--- config.mk ---
export PLATFORM = sky130hd
export DESIGN_NAME = debug_unit_top
export DESIGN_NICKNAME = d
export VERILOG_FILES = /design/src/debug_cmd_pkg.sv /design/src/debug_cpu_pkg.sv /design/src/debug_index_counter.sv /design/src/program_loader.sv /design/src/dump_serializer.sv /design/src/debug_fsm.sv /design/src/debug_unit_top.sv
export SDC_FILE = /design/constraint.sdc
export NUM_CORES = 1
export LEC_CHECK = 0
export BUFFER_PORTS_ARGS = -buffer_cell sky130_fd_sc_hd__buf_2
export CAP_MARGIN = 0
export CORE_MARGIN = 2
export CORE_UTILIZATION = 52
export CTS_CLUSTER_DIAMETER = 100
export DETAILED_ROUTE_END_ITERATION = 8
export MAX_ROUTING_LAYER = met4
export PLACE_DENSITY = 0.82
export REMOVE_ABC_BUFFERS = 1
export SYNTH_ARGS = -nofsm -noshare
export SYNTH_HDL_FRONTEND = slang
export SYNTH_SLANG_ARGS = --single-unit
--- constraint.sdc ---
create_clock -name i_clock -period 2.85 [get_ports i_clock]
set_input_delay 0.4275 -clock i_clock [delete_from_list [all_inputs] [get_ports i_clock]]
set_output_delay 0.4275 -clock i_clock [all_outputs]
set_load 0.02 [all_outputs]
--- src/debug_cmd_pkg.sv ---
package debug_cmd_pkg;

    typedef logic [7:0] byte_t;                     // One protocol byte.

    typedef struct packed {
        logic  valid;                               // One-cycle strobe, no ready.
        byte_t data;
    } rx_byte_t;

    typedef struct packed {
        logic  valid;                               // Held until ready.
        byte_t data;
    } tx_byte_t;

    // A received byte seen either as a whole opcode or split into fields.
    typedef union packed {
        byte_t opcode;
        struct packed {
            logic [4:0] upper;
            logic       step;                       // High selects single step.
            logic [1:0] low;
        } fields;
    } cmd_byte_u;

    localparam byte_t CMD_LOAD        = 8'h00;
    localparam byte_t CMD_RUN         = 8'h03;
    localparam byte_t CMD_STEP        = 8'h07;
    localparam byte_t REPLY_LOAD_ACK  = 8'h01;
    localparam byte_t REPLY_DUMP_DONE = 8'h0B;

    typedef enum logic [1:0] {
        TX_SRC_ACK,                                 // Load acknowledge.
        TX_SRC_REG,                                 // Register byte.
        TX_SRC_DONE                                 // End of dump.
    } tx_src_e;

endpackage

--- src/debug_cpu_pkg.sv ---
package debug_cpu_pkg;

    localparam int WORD_WIDTH      = 32;            // Instruction and register width.
    localparam int BYTES_PER_WORD  = 4;
    localparam int PROG_ADDR_WIDTH = 10;            // Program memory depth 1024 words.

    typedef logic [WORD_WIDTH-1:0] word_t;

    // HALT instruction of the core.
    localparam word_t HALT_WORD = '1;

    //////////////////////////////////////////////////////////////////////
    // Program memory write port
    //////////////////////////////////////////////////////////////////////

    typedef struct packed {
        logic                       strobe;         // One write per high cycle.
        logic [PROG_ADDR_WIDTH-1:0] addr;
        word_t                      data;
    } prog_write_t;

    //////////////////////////////////////////////////////////////////////
    // Core run control
    //////////////////////////////////////////////////////////////////////

    typedef struct packed {
        logic enable;                               // Stage enable.
        logic step_mode;                            // Set in single-step runs.
    } run_ctrl_t;

endpackage

--- src/debug_index_counter.sv ---
`timescale 1ns/1ps

module debug_index_counter #(
    parameter int NUM_REGS = 32
) (
    input  logic                                      i_clock,
    input  logic                                      i_reset,
    input  logic                                      i_clear,
    input  logic                                      i_advance,
    output logic [1:0]                                o_byte_idx,
    output logic [debug_cpu_pkg::PROG_ADDR_WIDTH-1:0] o_item_idx,
    output logic                                      o_byte_last,
    output logic                                      o_item_last
);

    localparam int ITEM_W = debug_cpu_pkg::PROG_ADDR_WIDTH;
    localparam logic [1:0] LAST_BYTE = 2'(debug_cpu_pkg::BYTES_PER_WORD - 1);
    localparam logic [ITEM_W-1:0] LAST_ITEM = ITEM_W'(NUM_REGS - 1);

    logic [1:0]        byte_q;
    logic [ITEM_W-1:0] item_q;

    always_ff @(posedge i_clock) begin
        if (!i_reset) begin
            byte_q <= '0;
            item_q <= '0;
        end else if (i_clear) begin
            byte_q <= '0;
            item_q <= '0;
        end else if (i_advance) begin
            byte_q <= byte_q + 2'd1;                // Wraps after the fourth byte.
            if (o_byte_last) begin
                item_q <= item_q + 1'b1;            // Next word or register.
            end
        end
    end

    assign o_byte_idx  = byte_q;
    assign o_item_idx  = item_q;
    assign o_byte_last = (byte_q == LAST_BYTE);
    assign o_item_last = (item_q == LAST_ITEM);

endmodule

--- src/program_loader.sv ---
`timescale 1ns/1ps

module program_loader (
    input  logic                                      i_clock,
    input  logic                                      i_reset,
    input  logic                                      i_load_en,
    input  debug_cmd_pkg::rx_byte_t                   i_rx,
    input  logic                                      i_byte_last,
    input  logic [debug_cpu_pkg::PROG_ADDR_WIDTH-1:0] i_item_idx,
    output debug_cpu_pkg::prog_write_t                o_prog,
    output logic                                      o_halt_written
);

    localparam int WORD_W = debug_cpu_pkg::WORD_WIDTH;
    localparam int BYTE_W = $bits(debug_cmd_pkg::byte_t);

    debug_cpu_pkg::word_t                      word_q;
    debug_cpu_pkg::word_t                      word_next;
    logic                                      take_byte;
    logic                                      strobe_q;
    logic [debug_cpu_pkg::PROG_ADDR_WIDTH-1:0] addr_q;
    debug_cpu_pkg::word_t                      data_q;

    assign take_byte = i_load_en && i_rx.valid;
    assign word_next = {word_q[WORD_W-BYTE_W-1:0], i_rx.data}; // First byte ends up on top.

    always_ff @(posedge i_clock) begin
        if (take_byte) begin
            word_q <= word_next;
        end
    end

    //////////////////////////////////////////////////////////////////////
    // Write register towards program memory
    //////////////////////////////////////////////////////////////////////

    always_ff @(posedge i_clock) begin
        if (!i_reset) begin
            strobe_q <= 1'b0;
        end else begin
            strobe_q <= take_byte && i_byte_last;   // Single-cycle write.
        end
    end

    always_ff @(posedge i_clock) begin
        if (take_byte && i_byte_last) begin
            addr_q <= i_item_idx;                   // Words counted so far.
            data_q <= word_next;
        end
    end

    assign o_prog = '{strobe: strobe_q, addr: addr_q, data: data_q};

    // Loading stops once the HALT word is in memory.
    assign o_halt_written = strobe_q && (data_q == debug_cpu_pkg::HALT_WORD);

endmodule

--- src/dump_serializer.sv ---
`timescale 1ns/1ps

module dump_serializer (
    input  logic                   i_clock,
    input  logic                   i_reset,
    input  logic                   i_tx_req,
    input  debug_cmd_pkg::tx_src_e i_tx_src,
    input  logic [1:0]             i_byte_idx,
    input  debug_cpu_pkg::word_t   i_reg_data,
    output debug_cmd_pkg::tx_byte_t o_tx,
    input  logic                   i_tx_ready,
    output logic                   o_slot_free
);

    localparam logic [1:0] TOP_BYTE = 2'(debug_cpu_pkg::BYTES_PER_WORD - 1);

    debug_cmd_pkg::byte_t [debug_cpu_pkg::BYTES_PER_WORD-1:0] reg_bytes;
    debug_cmd_pkg::byte_t                                     next_byte;
    logic                                                     load;
    logic                                                     tx_valid;
    debug_cmd_pkg::byte_t                                     tx_data;

    assign reg_bytes = i_reg_data;

    always_comb begin
        case (i_tx_src)
            debug_cmd_pkg::TX_SRC_ACK:  next_byte = debug_cmd_pkg::REPLY_LOAD_ACK;
            debug_cmd_pkg::TX_SRC_DONE: next_byte = debug_cmd_pkg::REPLY_DUMP_DONE;
            default:                    next_byte = reg_bytes[TOP_BYTE - i_byte_idx]; // Byte 0 is MSB.
        endcase
    end

    //////////////////////////////////////////////////////////////////////
    // One-entry transmit register
    //////////////////////////////////////////////////////////////////////

    // Free when empty or when the held byte leaves this cycle.
    assign o_slot_free = !tx_valid || i_tx_ready;
    assign load        = i_tx_req && o_slot_free;

    always_ff @(posedge i_clock) begin
        if (!i_reset) begin
            tx_valid <= 1'b0;
        end else if (load) begin
            tx_valid <= 1'b1;
        end else if (i_tx_ready) begin
            tx_valid <= 1'b0;                       // Transferred, nothing new.
        end
    end

    always_ff @(posedge i_clock) begin
        if (load) begin
            tx_data <= next_byte;                   // Held while ready is low.
        end
    end

    assign o_tx = '{valid: tx_valid, data: tx_data};

endmodule

--- src/debug_fsm.sv ---
`timescale 1ns/1ps

module debug_fsm #(
    parameter int NUM_REGS = 32
) (
    input  logic                     i_clock,
    input  logic                     i_reset,
    input  debug_cmd_pkg::rx_byte_t  i_rx,
    input  logic                     i_halt,
    input  logic                     i_item_last,
    input  logic                     i_byte_last,
    input  logic                     i_halt_written,
    input  logic                     i_slot_free,
    output logic                     o_cnt_clear,
    output logic                     o_cnt_advance,
    output logic                     o_load_en,
    output logic                     o_tx_req,
    output debug_cmd_pkg::tx_src_e   o_tx_src,
    output debug_cpu_pkg::run_ctrl_t o_run
);

    // Register index shares the 10-bit item counter with program addresses.
    if (NUM_REGS < 1 || NUM_REGS > (1 << debug_cpu_pkg::PROG_ADDR_WIDTH)) begin : g_num_regs_check
        $error("NUM_REGS does not fit the item index");
    end

    typedef enum logic [2:0] {
        ST_IDLE,
        ST_LOAD,
        ST_WAIT_START,
        ST_RUN,
        ST_DUMP,
        ST_DONE
    } state_e;

    state_e                  state_q;
    state_e                  state_d;
    debug_cmd_pkg::cmd_byte_u rx_cmd;
    logic                    is_load;
    logic                    is_start;
    logic                    step_q;
    logic                    done_sent_q;

    // Decode every received byte both as opcode and as fields.
    assign rx_cmd.opcode = i_rx.data;
    assign is_load  = i_rx.valid && (rx_cmd.opcode == debug_cmd_pkg::CMD_LOAD);
    assign is_start = i_rx.valid && ((rx_cmd.opcode == debug_cmd_pkg::CMD_RUN) ||
                                     (rx_cmd.opcode == debug_cmd_pkg::CMD_STEP));

    //////////////////////////////////////////////////////////////////////
    // Next state and controls
    //////////////////////////////////////////////////////////////////////

    always_comb begin
        state_d       = state_q;
        o_cnt_advance = 1'b0;
        o_tx_req      = 1'b0;
        o_tx_src      = debug_cmd_pkg::TX_SRC_REG;
        case (state_q)
            ST_IDLE: begin
                if (is_load) begin
                    o_tx_req = 1'b1;
                    o_tx_src = debug_cmd_pkg::TX_SRC_ACK;
                    state_d  = ST_LOAD;
                end
            end
            ST_LOAD: begin
                o_cnt_advance = i_rx.valid;         // Every byte is program data.
                if (i_halt_written) begin
                    state_d = ST_WAIT_START;
                end
            end
            ST_WAIT_START: begin
                if (is_start && i_slot_free) begin  // No run while a reply is pending.
                    state_d = ST_RUN;
                end
            end
            ST_RUN: begin
                if (step_q || i_halt) begin
                    state_d = ST_DUMP;              // A step lasts one cycle.
                end
            end
            ST_DUMP: begin
                o_tx_req = 1'b1;
                if (i_slot_free) begin
                    o_cnt_advance = 1'b1;
                    if (i_item_last && i_byte_last) begin
                        state_d = ST_DONE;
                    end
                end
            end
            ST_DONE: begin
                if (!done_sent_q) begin
                    o_tx_req = 1'b1;
                    o_tx_src = debug_cmd_pkg::TX_SRC_DONE;
                end else if (i_slot_free) begin
                    // Done byte is out, a plain step may go on.
                    state_d = (!step_q || i_halt) ? ST_IDLE : ST_WAIT_START;
                end
            end
            default: begin
                state_d = ST_IDLE;
            end
        endcase
    end

    always_ff @(posedge i_clock) begin
        if (!i_reset) begin
            state_q     <= ST_IDLE;
            step_q      <= 1'b0;
            done_sent_q <= 1'b0;
        end else begin
            state_q     <= state_d;
            done_sent_q <= (state_q == ST_DONE) && (state_d == ST_DONE) &&
                           (done_sent_q || i_slot_free);    // Done byte taken.
            if (state_q == ST_WAIT_START && state_d == ST_RUN) begin
                step_q <= rx_cmd.fields.step;       // Bit 2 of the start byte.
            end
        end
    end

    assign o_cnt_clear = (state_q == ST_IDLE) || (state_q == ST_WAIT_START) ||
                         (state_q == ST_RUN);
    assign o_load_en   = (state_q == ST_LOAD);
    assign o_run       = '{enable: (state_q == ST_RUN), step_mode: step_q};

endmodule

--- src/debug_unit_top.sv ---
`timescale 1ns/1ps

module debug_unit_top #(
    parameter int NUM_REGS = 32
) (
    input  logic                                                 i_clock,
    input  logic                                                 i_reset,
    input  debug_cmd_pkg::rx_byte_t                              i_rx,
    output debug_cmd_pkg::tx_byte_t                              o_tx,
    input  logic                                                 i_tx_ready,
    output debug_cpu_pkg::prog_write_t                           o_prog,
    output logic [((NUM_REGS > 1) ? $clog2(NUM_REGS) : 1)-1:0]   o_reg_addr,
    input  debug_cpu_pkg::word_t                                 i_reg_data,
    output debug_cpu_pkg::run_ctrl_t                             o_run,
    input  logic                                                 i_halt
);

    localparam int REG_ADDR_WIDTH = (NUM_REGS > 1) ? $clog2(NUM_REGS) : 1;

    logic                                      cnt_clear;
    logic                                      cnt_advance;
    logic                                      load_en;
    logic                                      tx_req;
    debug_cmd_pkg::tx_src_e                    tx_src;
    logic [1:0]                                byte_idx;
    logic [debug_cpu_pkg::PROG_ADDR_WIDTH-1:0] item_idx;
    logic                                      byte_last;
    logic                                      item_last;
    logic                                      halt_written;
    logic                                      slot_free;

    //////////////////////////////////////////////////////////////////////
    // Control and counting
    //////////////////////////////////////////////////////////////////////

    debug_fsm #(.NUM_REGS(NUM_REGS)) u_fsm (
        .i_clock       (i_clock),
        .i_reset       (i_reset),
        .i_rx          (i_rx),
        .i_halt        (i_halt),
        .i_item_last   (item_last),
        .i_byte_last   (byte_last),
        .i_halt_written(halt_written),
        .i_slot_free   (slot_free),
        .o_cnt_clear   (cnt_clear),
        .o_cnt_advance (cnt_advance),
        .o_load_en     (load_en),
        .o_tx_req      (tx_req),
        .o_tx_src      (tx_src),
        .o_run         (o_run)
    );

    debug_index_counter #(.NUM_REGS(NUM_REGS)) u_counter (
        .i_clock    (i_clock),
        .i_reset    (i_reset),
        .i_clear    (cnt_clear),
        .i_advance  (cnt_advance),
        .o_byte_idx (byte_idx),
        .o_item_idx (item_idx),
        .o_byte_last(byte_last),
        .o_item_last(item_last)
    );

    // Register file is read at the current dump index.
    assign o_reg_addr = item_idx[REG_ADDR_WIDTH-1:0];

    //////////////////////////////////////////////////////////////////////
    // Data paths
    //////////////////////////////////////////////////////////////////////

    program_loader u_loader (
        .i_clock       (i_clock),
        .i_reset       (i_reset),
        .i_load_en     (load_en),
        .i_rx          (i_rx),
        .i_byte_last   (byte_last),
        .i_item_idx    (item_idx),
        .o_prog        (o_prog),
        .o_halt_written(halt_written)
    );

    dump_serializer u_serializer (
        .i_clock    (i_clock),
        .i_reset    (i_reset),
        .i_tx_req   (tx_req),
        .i_tx_src   (tx_src),
        .i_byte_idx (byte_idx),
        .i_reg_data (i_reg_data),
        .o_tx       (o_tx),
        .i_tx_ready (i_tx_ready),
        .o_slot_free(slot_free)
    );

endmodule

==> results of run 1 <==
-- worst register-to-register path: stages, from the launching register on --
cell and delay (ns):
dfxtp_1 0.42, nor4_1 0.26, nand2_1 0.15, o21ai_2 0.29, nor2_1 0.09, nor2_1 0.48
-- cell type report --
class	instances	area, um2	share of cell area, %
clock buffer	10	128	2.85
clock inverter	5	61.3	1.37
inverter	3	11.3	0.251
multi-input combinational	126	982	21.9
sequential	93	2600	58.1
tap	96	120	2.68
timing repair buffer	109	573	12.8
-- power groups by stage --
stage / clock [W] / sequential [W] / combinational (W)
detailed placement: 0 / 0.00148 / 0.0000529
global route: 0.000901 / 0.00145 / 0.0000578
floorplan: 0 / 0.00148 / 0.0000168
global placement: 0 / 0.00148 / 0.0000515
CTS: 0.000849 / 0.00145 / 0.0000529
finish: 0.000824 / 0.00145 / 0.0000525
-- metal layers --
| layer | vias up | share of wire [%] | global-route usage (%) |
|---|---|---|---|
| met5 | - | 0 | - |
| met4 | 0 | 1.2 | 5.10 |
| met3 | 7 | 6.3 | 4.94 |
| met2 | 98 | 49 | 29.9 |
| met1 | 1096 | 43 | 21.2 |
| li1 | 1099 | - | - |
-- worst max-delay path by stage --
stage,cells past startpoint,from,to
CTS,6,i_rx[3],u_serializer.tx_data[2]$_DFFE_PP_
floorplan,2,u_fsm.state_q[1]$_SDFF_PN0_,u_loader.addr_q[0]$_DFFE_PP_
global route,6,i_rx[3],u_serializer.tx_data[4]$_DFFE_PP_
detailed placement,6,i_rx[3],u_serializer.tx_data[6]$_DFFE_PP_
finish,6,i_rx[3],u_serializer.tx_data[1]$_DFFE_PP_
global placement,6,i_rx[3],u_serializer.tx_data[6]$_DFFE_PP_
-- metrics by stage --
step / util, % / std cells / hold WS (ns) / total power [W]
2_1_floorplan: - / 222 / 0.400 / 0.00150
3_3_place_gp: 62.8 / 427 / 0.401 / 0.00153
3_5_place_dp: 62.8 / 427 / 0.405 / 0.00153
4_1_cts: 65.5 / 442 / 0.265 / 0.00235
5_1_grt: 65.5 / 442 / 0.253 / 0.00241
6_report: 65.5 / 442 / 0.289 / 0.00233
-- state kept, by name (all words and copies together), names as in the netlist --
name,cells
u_loader.data_q,32
u_loader.word_q,24
u_counter.o_item_idx,10
u_loader.addr_q,10
u_serializer.tx_data,8
u_fsm.state_q,3
u_counter.o_byte_idx,2
u_fsm.done_sent_q,1
u_fsm.step_q,1
u_loader.strobe_q,1
u_serializer.tx_valid,1
-- cell usage in the layout (no fill, tap or decap), types with 3 or more instances in the layout --
cell and n:
buf_2 103, edfxtp_1 74, nor2_1 20, dfxtp_1 19, nand2_1 15, xnor2_1 10
o21ai_0 9, clkbuf_8 9, mux4_2 8, nand4_1 7, nor4_1 6, nor2b_1 6
nand3_1 5, buf_4 5, inv_1 3, nand3b_1 3, and3_1 3, nand4b_1 3
a21oi_1 3, nor4b_4 3, clkinvlp_4 3
-- cell families after synthesis --
group	count (synthesis)
multiplexers	9
buffers and inverters	20
adder cells (fa/ha/maj)	2
XOR/XNOR	10
flip-flops	93
AND/OR/NAND/NOR	85
AO/OA/AOI/OAI	20
==> summary.md, run 1 <==
| Metric | Value |
|---|---|
| Largest net degree at the start of global routing | `28` |
| Post-Synth XOR/XNOR Area | `2.37%` |
| Slew margin rel. | `59.5%` |
| Pwr dens | `519 mW/mm2` |
| Placer Congestion | `0.832` |
| Yosys top cell area share | `60.0%` |
| Worst-path maximum fanout | `8` |
| Most common cell in the netlist | `edfxtp_1` |
| Largest stage delay, worst path | `approximately 0.48 ns` |
| Ys flop type | `edfxtp_1` |
| Switching pwr | `0.000440 W` |
| Syn avg cell area | `15.5 um2` |
| Sum of buffers and inverters on the critical path | `1` |
| Final min period | `2.10 ns` |
| Hold Path Sink | `u_loader.word_q[6]$_DFFE_PP_` |
| Number of port buffers | `103` |
| H-tree depth | `3` |
| Final-report hold violation count | `0` |
| DP HPWL | `5040 um` |
| Compound-gate portion of the synthesized area | `3.24%` |
| Die Ht | `88.4 um` |
| WL final | `6680 um` |
| Post-synth top cells | `edfxtp_1 (74), nor2_1 (20), dfxtp_1 (19), nand2_1 (15), xnor2_1 (10)` |
| CP max stage cell | `nor2_1` |
| Async set or reset register ratio after synthesis | `0%` |
| Congestion Overflow GR | `0` |
| Mux cell area share after synthesis | `about 5.1%` |
| Vias in the first global route | `2172` |
| Register area share after synthesis | `~70%` |
| Layout fillers | `510` |
| Final Worst Setup Slack | `0.750 ns` |
| Reg2reg end | `u_serializer.tx_data[1]$_DFFE_PP_` |
| Post-CTS setup buffers | `0` |
| Vias | `2300` |
| First-pass detailed-route iteration total | `4` |
| Hold path start | `i_rx[6]` |
| Lkg Pwr | `1.65 nW` |
| CTS clk-pin slew, worst paths | `0.08 ns` |
| CTS Buf Count | `9` |
| Bufs on Longest Clock Path | `2` |
| Number of synthesized flops with an enable pin | `74` |
| IO Count | `about 100` |
| Critical Path RT | `2.83 ns` |
| Drt via density | `5.20` |
| Highest Clock Rate | `around 480 MHz` |
| Post-DRT Antenna Nets | `0` |
| DRC | `0` |
| Synthesized cell area | `about 0.0037 mm2` |
| RSZ-0062 raised after global routing | `no` |
| Library cells used by synthesis | `39` |
| WHS Path Cells | `1` |
| Die footprint | `0.00781 mm2` |
| Worst EP arrival | `2.08 ns` |
| Share of power burned in combinational logic | `under 10%` |
| Yosys reg bits | `93` |
| Pins Over Slew Limit | `0` |
| Initial antenna violation count | `0` |
| Setup Skew | `0.00925 ns` |
| Startpoint Class | `input port` |
| Nets@finish | `between 300 and 400` |
| Worst hold path class | `input port to flip-flop` |
| First-pass GRT wire length | `10000 um` |
| Initial Util | `54.2%` |
| Inserted Diodes | `0` |
| R2r worst-path depth | `5` |
| Hold_buf cts | `0` |
| Total negative setup slack | `0 ns` |
| GRT Overall Usage | `17.8%` |
| CTS tree | `yes` |
| CP top delay family | `simple AND/OR/NAND/NOR gates` |
| Cells after Synth | `239` |
| Post-Synth Adder-Cell Area | `0.676%` |
| Yosys top cell by area | `edfxtp_1` |
| Max Cap Violations | `0` |
| Synth top area cells | `edfxtp_1 (60%), dfxtp_1 (10%), mux4_2 (4.9%), xnor2_1 (2.4%), nor2_1 (2.0%)` |
| Cell Int Power | `0.00189 W` |
| Simple-gate portion of the synthesized area | `14.9%` |
| Placed inst area | `roughly 0.0043 mm2` |
| Worst setup EP type | `flip-flop` |
| Reg power frac | `62.3%` |
| Peak supply drop | `0.309 mV` |
| Sw frac | `between 10% and 20%` |
| Main combinational cell family by area after synthesis | `simple AND/OR/NAND/NOR gates` |
| Post-CTS resize count | `0` |
| Std cell rows | `30` |
| DP Worst Slack | `0.385 ns` |
| Status | `finished clean` |
| Core area | `0.00683 mm2` |
| Clock power share | `35.5%` |
| TritonCTS Sinks | `93` |
| Ys Warns | `0` |
| CP Cell Sequence | `buf_2 > nor4_1 > nand3b_1 > o21ai_2 > nor2_1 > nor2_1` |
| WS Path Type | `input port to flip-flop` |
| Clk root buf | `clkbuf_8` |
| Clk_lat worst skew | `0.34 ns` |
| Reg2reg start | `u_fsm.state_q[1]$_SDFF_PN0_` |
| Finished layout cell area | `~0.0045 mm2` |
| Number of DRC markers in iteration 0 | `77` |
| DR WL/cell | `15.1 um` |
| Tcrit/Tclk final | `73.7%` |
| Setup violators final | `0` |
| Most frequent CP cell | `nor2_1` |
| Die X | `between 80 and 90 um` |
| Measured slew at the worst slew-check pin | `0.605 ns` |
| Share of cells above drive strength 1 | `41.3%` |
| Layout area overhead | `21.0%` |
| R2R Setup Slk | `0.80 ns` |
Note: power is estimated with default switching activity, not from simulation.
==> run 2, diff against run 1 <==
==> constraint.sdc (replaced) <==
create_clock -name i_clock -period 2.1 [get_ports i_clock]
set_input_delay 0.315 -clock i_clock [delete_from_list [all_inputs] [get_ports i_clock]]
set_output_delay 0.315 -clock i_clock [all_outputs]
set_load 0.02 [all_outputs]
==> run 2 against run 1 <==
  * Register-to-register slack got worse by 0.54 ns
  * Core utilization is 0.68 points higher
  * Power rose by 40%
  * Cell count grew 1.1%
  * First-iteration DRC count up 65%
  * Flip-flop and latch count did not move
==> summary.md, run 2 (synthesized netlist as in run 1, its figures left out) <==
| Metric | Value |
|---|---|
| Status | `finished clean` |
| CTS tree | `yes` |
| Worst setup EP type | `flip-flop` |
| Peak supply drop | `~0.58 mV` |
| Worst hold path class | `input port to flip-flop` |
| Max FFs per register | `32` |
| Layout fillers | `500` |
| Die X | `88.4 um` |
| CTS Buf Count | `9` |
| Worst-path maximum fanout | `39` |
| Largest reg by FF count | `u_loader.data_q` |
| H-tree depth | `3` |
| Number of DRC markers in iteration 0 | `127` |
| DP HPWL | `5070 um` |
| TritonCTS Sinks | `93` |
| Number of port buffers | `103` |
| Layout area overhead | `22.2%` |
| Total power | `between 0.003 and 0.004 W` |
| CTS clk-pin slew, worst paths | `0.10 ns` |
| Sw frac | `20.6%` |
| Commonest non-fill, non-tap cell in the layout | `buf_2` |
| Met2 usage in global routing | `30.1%` |
| GRT Overall Usage | `18.5%` |
| Clock power share | `a little under two fifths` |
| Placer Congestion | `0.899` |
| Lkg Pwr | `1.69 nW` |
| IO Count | `104` |
| Slew margin rel. | `74.4%` |
| Met1 Track Usage GR | `23.3%` |
| Bufs on Longest Clock Path | `2` |
| CP endpoint | `u_loader.data_q[20]$_DFFE_PP_` |
| Gr busiest metal | `met2` |
| Setup violators final | `0` |
| Vias in the first global route | `2281` |
| CP Launch Point | `u_fsm.state_q[0]$_SDFF_PN0_` |
| Worst EP arrival | `1.89 ns` |
| R2r worst-path depth | `4` |
| Share of power burned in combinational logic | `roughly 2.3%` |
| Cell Int Power | `0.00258 W` |
| Post-CTS resize count | `0` |
| Clk_lat worst skew | `0.36 ns` |
| Drt via density | `5.21` |
| Reg2reg start | `u_fsm.state_q[0]$_SDFF_PN0_` |
| Pwr dens | `roughly 720 mW/mm2` |
| First-pass GRT wire length | `10400 um` |
| Tcrit/Tclk final | `around 87%` |
| Initial antenna violation count | `0` |
| Measured slew at the worst slew-check pin | `0.381 ns` |
| Hold_buf cts | `0` |
| Nets@finish | `393` |
| Multi-input logic area | `approximately 1000 um2` |
| RSZ-0062 raised after global routing | `no` |
| Die Ht | `88.4 um` |
| Clk root buf | `clkbuf_8` |
| Congestion Overflow GR | `0` |
| Core area | `0.00683 mm2` |
| Inserted Diodes | `0` |
| Share of cells above drive strength 1 | `roughly 42%` |
| Final-report hold violation count | `0` |
| Post-DRT Antenna Nets | `0` |
| Switching pwr | `between 0.0006 and 0.0007 W` |
| DR WL/cell | `15.5 um` |
| Reg power frac | `60.5%` |
| Die footprint | `0.00781 mm2` |
| Largest net degree at the start of global routing | `40` |
| Max Cap Violations | `0` |
| Setup Skew | `0.0132 ns` |
| Reg area | `0.00260 mm2` |
| Total negative setup slack | `0 ns` |
| Post-CTS setup buffers | `0` |
| Critical Path RT | `approximately 2.2 ns` |
| Biggest regs | `u_loader.data_q: 32 flops, u_loader.word_q: 24 flops` |
| GR Util met3 | `3.26%` |
| DRC | `0` |
| Vias | `roughly 2300` |
| WL final | `6920 um` |
| Most frequent cells in the layout | `buf_2 (103), edfxtp_1 (74), nor2_1 (20)` |
| R2R Setup Slk | `0.26 ns` |
| Initial Util | `54.2%` |
| WS Path Type | `flip-flop to flip-flop` |
| First-pass detailed-route iteration total | `4` |
| Startpoint Class | `flip-flop` |
| Highest Clock Rate | `between 500 and 600 MHz` |
| Reg2reg end | `u_loader.data_q[20]$_DFFE_PP_` |
| Final min period | `1.84 ns` |
| Std cell rows | `30` |
| Pins Over Slew Limit | `0` |
[run 2: cell count changes in the layout (fill, tap and decap cells not counted)]
cell        before  now
buf_4            5    9
clkinv_4         0    1
inv_8            0    1
clkinvlp_4       3    0
clkbuf_1         1    0
inv_6            1    3
clkinv_2         0    1
[run 2: layout make-up]
cell class,instances,share of cell area (%)
sequential,93,57.5
multi-input combinational,126,21.7
timing repair buffer,113,13.3
clock buffer,9,2.74
tap,96,2.65
clock inverter,7,1.80
inverter,3,0.249
[run 2: through the flow]
stage	setup WS, ns	std cells	util [%]	hold WS, ns	instance area, um2
after floorplan	-0.336	222	-	0.400	3590
after global placement	0.209	431	63.2	0.401	4320
after detailed placement	0.194	431	63.2	0.405	4320
after CTS	0.270	447	66.2	0.136	4520
after global routing	0.124	447	66.2	0.142	4520
final	0.263	447	66.2	0.148	4520
[run 2: layer usage]
metal / part of all wire, % / wire [um] / up-vias
li1: - / - / 1115
met4: 0.85 / 59 / 0
met2: 51 / 3530 / 95
met3: 5.2 / 359 / 3
met5: 0 / 0 / -
met1: 43 / 2980 / 1118
[run 2: critical path, stage by stage, from the launching register on]
cell and delay (ns):
dfxtp_1 0.41, inv_1 0.13, nor3_1 0.38, and3_2 0.35, buf_12 0.25
[run 2: how the worst min path moves through the flow]
stage | start | endpoint | slack, ns | cells past startpoint
floorplan | u_loader.word_q[16]$_DFFE_PP_ | u_loader.data_q[24]$_DFFE_PP_ | 0.40 | 0
global placement | u_loader.word_q[18]$_DFFE_PP_ | u_loader.data_q[26]$_DFFE_PP_ | 0.40 | 0
detailed placement | u_loader.word_q[22]$_DFFE_PP_ | u_loader.data_q[30]$_DFFE_PP_ | 0.40 | 0
CTS | i_rx[6] | u_loader.word_q[6]$_DFFE_PP_ | 0.14 | 1
global route | i_rx[6] | u_loader.word_q[6]$_DFFE_PP_ | 0.14 | 1
finish | i_rx[6] | u_loader.word_q[6]$_DFFE_PP_ | 0.15 | 1
[run 2: power groups by stage]
stage | Combinational (W) | Sequential [W] | Clock, W
after floorplan | 0.0000228 | 0.00201 | 0
after global placement | 0.0000704 | 0.00201 | 0
after detailed placement | 0.0000734 | 0.00201 | 0
after CTS | 0.0000735 | 0.00197 | 0.00123
after global routing | 0.0000805 | 0.00197 | 0.00130
final | 0.0000734 | 0.00197 | 0.00121
==> run 3, diff against run 2 <==
--- a/config.mk
+++ b/config.mk
@@ -13,7 +13,6 @@
 export DETAILED_ROUTE_END_ITERATION = 8
 export MAX_ROUTING_LAYER = met4
 export PLACE_DENSITY = 0.82
-export REMOVE_ABC_BUFFERS = 1
 export SYNTH_ARGS = -nofsm -noshare
 export SYNTH_HDL_FRONTEND = slang
 export SYNTH_SLANG_ARGS = --single-unit
==> run 3 against run 2 <==
  * Design area rose by 0.11%
  * Worst hold slack improved by 0.013 ns
  * First-iteration DRC count fell by 19%
  * Cell count rose by 0.67%
  * Sequential share of layout area fell by 0.063 points
  * Die area did not move
  * Sequential power barely moved
  * Core utilization rose by 0.073 points
  * Non-clock buffer count rose by 2
  * Register-to-register slack barely moved
  * Critical path type unchanged
  * Critical endpoint is now u_loader.data_q[18]$_DFFE_PP_
  * Largest power group unchanged
==> summary.md, run 3 (synthesized netlist as in run 1, its figures left out) <==
| Metric | Value |
|---|---|
| CP Cell Sequence | `inv_1 > nor3_1 > and3_2 > buf_4` |
| TritonCTS Sinks | `93` |
| WL final | `6860 um` |
| R2r worst-path depth | `4` |
| CP Launch Point | `u_fsm.state_q[0]$_SDFF_PN0_` |
| Hold path start | `i_rx[5]` |
| Initial antenna violation count | `1` |
| DR WL/cell | `15.3 um` |
| CTS Buf Count | `9` |
| Cell Int Power | `0.00258 W` |
| Pins Over Slew Limit | `0` |
| Die Ht | `88.4 um` |
| Post-DRT Antenna Nets | `0` |
| DP HPWL | `5130 um` |
| Commonest non-fill, non-tap cell in the layout | `buf_2` |
| WHS Path Cells | `1` |
| RSZ-0062 raised after global routing | `no` |
| Setup violators final | `0` |
| Reg2reg start | `u_fsm.state_q[0]$_SDFF_PN0_` |
| CP max stage cell | `dfxtp_1` |
| Number of DRC markers in iteration 0 | `between 100 and 150` |
| Setup Skew | `0.0103 ns` |
| Largest stage delay, worst path | `0.43 ns` |
| Reg power frac | `61.0%` |
| Largest reg by FF count | `u_loader.data_q` |
| Syn Nets | `roughly 290` |
| Total negative setup slack | `0 ns` |
| Vias in the first global route | `between 2000 and 2500` |
| Post-CTS setup buffers | `0` |
| Share of cells above drive strength 1 | `a little over two fifths` |
| Startpoint Class | `flip-flop` |
| Measured slew at the worst slew-check pin | `approximately 0.44 ns` |
| Met1 Track Usage GR | `a little over a fifth` |
| Lkg Pwr | `1.70 nW` |
| Initial Util | `54.2%` |
| Reg2reg end | `u_loader.data_q[18]$_DFFE_PP_` |
| Bufs on Longest Clock Path | `2` |
| H-tree depth | `3` |
| Final min period | `1.85 ns` |
| CP endpoint | `u_loader.data_q[18]$_DFFE_PP_` |
| Met2 usage in global routing | `31.5%` |
| CTS tree | `yes` |
| Slew margin rel. | `70.5%` |
| Worst-path maximum fanout | `28` |
| Gr busiest metal | `met2` |
| Clk root buf | `clkbuf_8` |
| First-pass detailed-route iteration total | `4` |
| Die footprint | `a little under 0.008 mm2` |
| CTS clk-pin slew, worst paths | `0.09 ns` |
| WS Path Type | `flip-flop to flip-flop` |
| Final-report hold violation count | `0` |
| Worst EP arrival | `approximately 1.9 ns` |
| Switching pwr | `0.000638 W` |
| Max FFs per register | `32` |
| Layout area overhead | `22.3%` |
| Share of power burned in combinational logic | `2.3%` |
| Highest Clock Rate | `542 MHz` |
| Placer Congestion | `about 0.9` |
| Congestion Overflow GR | `0` |
| Biggest regs | `u_loader.data_q: 32 flops, u_loader.word_q: 24 flops` |
| Drt via density | `around 5` |
| First-pass GRT wire length | `10300 um` |
| Number of port buffers | `103` |
| Vias | `2306` |
| Max Cap Violations | `0` |
| Core area | `0.00683 mm2` |
| Most frequent cells in the layout | `buf_2 (103), edfxtp_1 (74), nor2_1 (20)` |
| GR Util met3 | `4.10%` |
| Post-CTS resize count | `0` |
| Peak supply drop | `0.395 mV` |
| Clk_lat worst skew | `0.35 ns` |
| Die X | `88.4 um` |
| Status | `finished clean` |
| Hold_buf cts | `0` |
| Post-layout util | `66.3%` |
| Worst setup EP type | `flip-flop` |
| Largest net degree at the start of global routing | `29` |
| Sw frac | `19.8%` |
| GRT Overall Usage | `18.7%` |
| Worst hold path class | `input port to flip-flop` |
| R2R Setup Slk | `0.25 ns` |
| IO Count | `approximately 100` |
| Critical Path RT | `2.12 ns` |
| Clock power share | `36.7%` |
| Std cell rows | `30` |
| Pwr dens | `about 710 mW/mm2` |
| DRC | `0` |
| Tcrit/Tclk final | `87.9%` |
| Nets@finish | `395` |
[run 3: cell count changes in the layout (fill, tap and decap cells not counted), sizes merged]
cell and change:
diode +1, buf +2, inv -1, clkbuf +1
[run 3: worst max-delay path, delay by kind of cell, from the launching register on]
kind                   cells  cell delay, ns
buffers and inverters      2            0.46
DFF                        1            0.43
and+or+nand+nor            2            0.63
[run 3: final cells by class]
cell class / instances / area, um2
well taps: 96 / 120
inverters: 3 / 11.3
diodes: 1 / 2.50
multi-input cells: 126 / 982
clock inverters: 6 / 77.6
clock buffers: 10 / 128
flip-flops and latches: 93 / 2600
repair buffers: 115 / 606
fillers: 509 / 2300
[run 3: power groups by stage]
stage	logic [W]	registers [W]	clock network, W
2_1_floorplan	0.0000249	0.00201	0
3_3_place_gp	0.0000706	0.00201	0
3_5_place_dp	0.0000730	0.00201	0
4_1_cts	0.0000730	0.00197	0.00121
5_1_grt	0.0000808	0.00197	0.00128
6_report	0.0000728	0.00197	0.00118
[run 3: how the worst min path moves through the flow]
stage | to | slack [ns]
finish | u_loader.word_q[5]$_DFFE_PP_ | 0.16
global route | u_loader.word_q[5]$_DFFE_PP_ | 0.14
CTS | u_loader.word_q[5]$_DFFE_PP_ | 0.14
detailed placement | u_loader.data_q[26]$_DFFE_PP_ | 0.41
global placement | u_loader.data_q[31]$_DFFE_PP_ | 0.40
floorplan | u_loader.data_q[24]$_DFFE_PP_ | 0.40
[run 3: routing by layer]
| layer | part of all wire [%] | wire [um] | up-vias |
|---|---|---|---|
| li1 | - | - | 1111 |
| met1 | 40 | 2740 | 1117 |
| met2 | 54 | 3700 | 72 |
| met3 | 5.2 | 354 | 6 |
| met4 | 1.0 | 71 | 0 |
| met5 | 0 | 0 | - |
[run 3: per-stage QoR]
| step | power, W | cell area [um2] | instances | worst slack, ns | hold slack (ns) |
|---|---|---|---|---|---|
| 6_report | 0.00322 | 4530 | 450 | 0.253 | 0.161 |
| 5_1_grt | 0.00333 | 4530 | 450 | 0.143 | 0.144 |
| 4_1_cts | 0.00325 | 4530 | 449 | 0.246 | 0.139 |
| 3_5_place_dp | 0.00208 | 4320 | 433 | 0.231 | 0.405 |
| 3_3_place_gp | 0.00208 | 4320 | 433 | 0.218 | 0.401 |
| 2_1_floorplan | 0.00203 | 3700 | 239 | 0.264 | 0.400 |
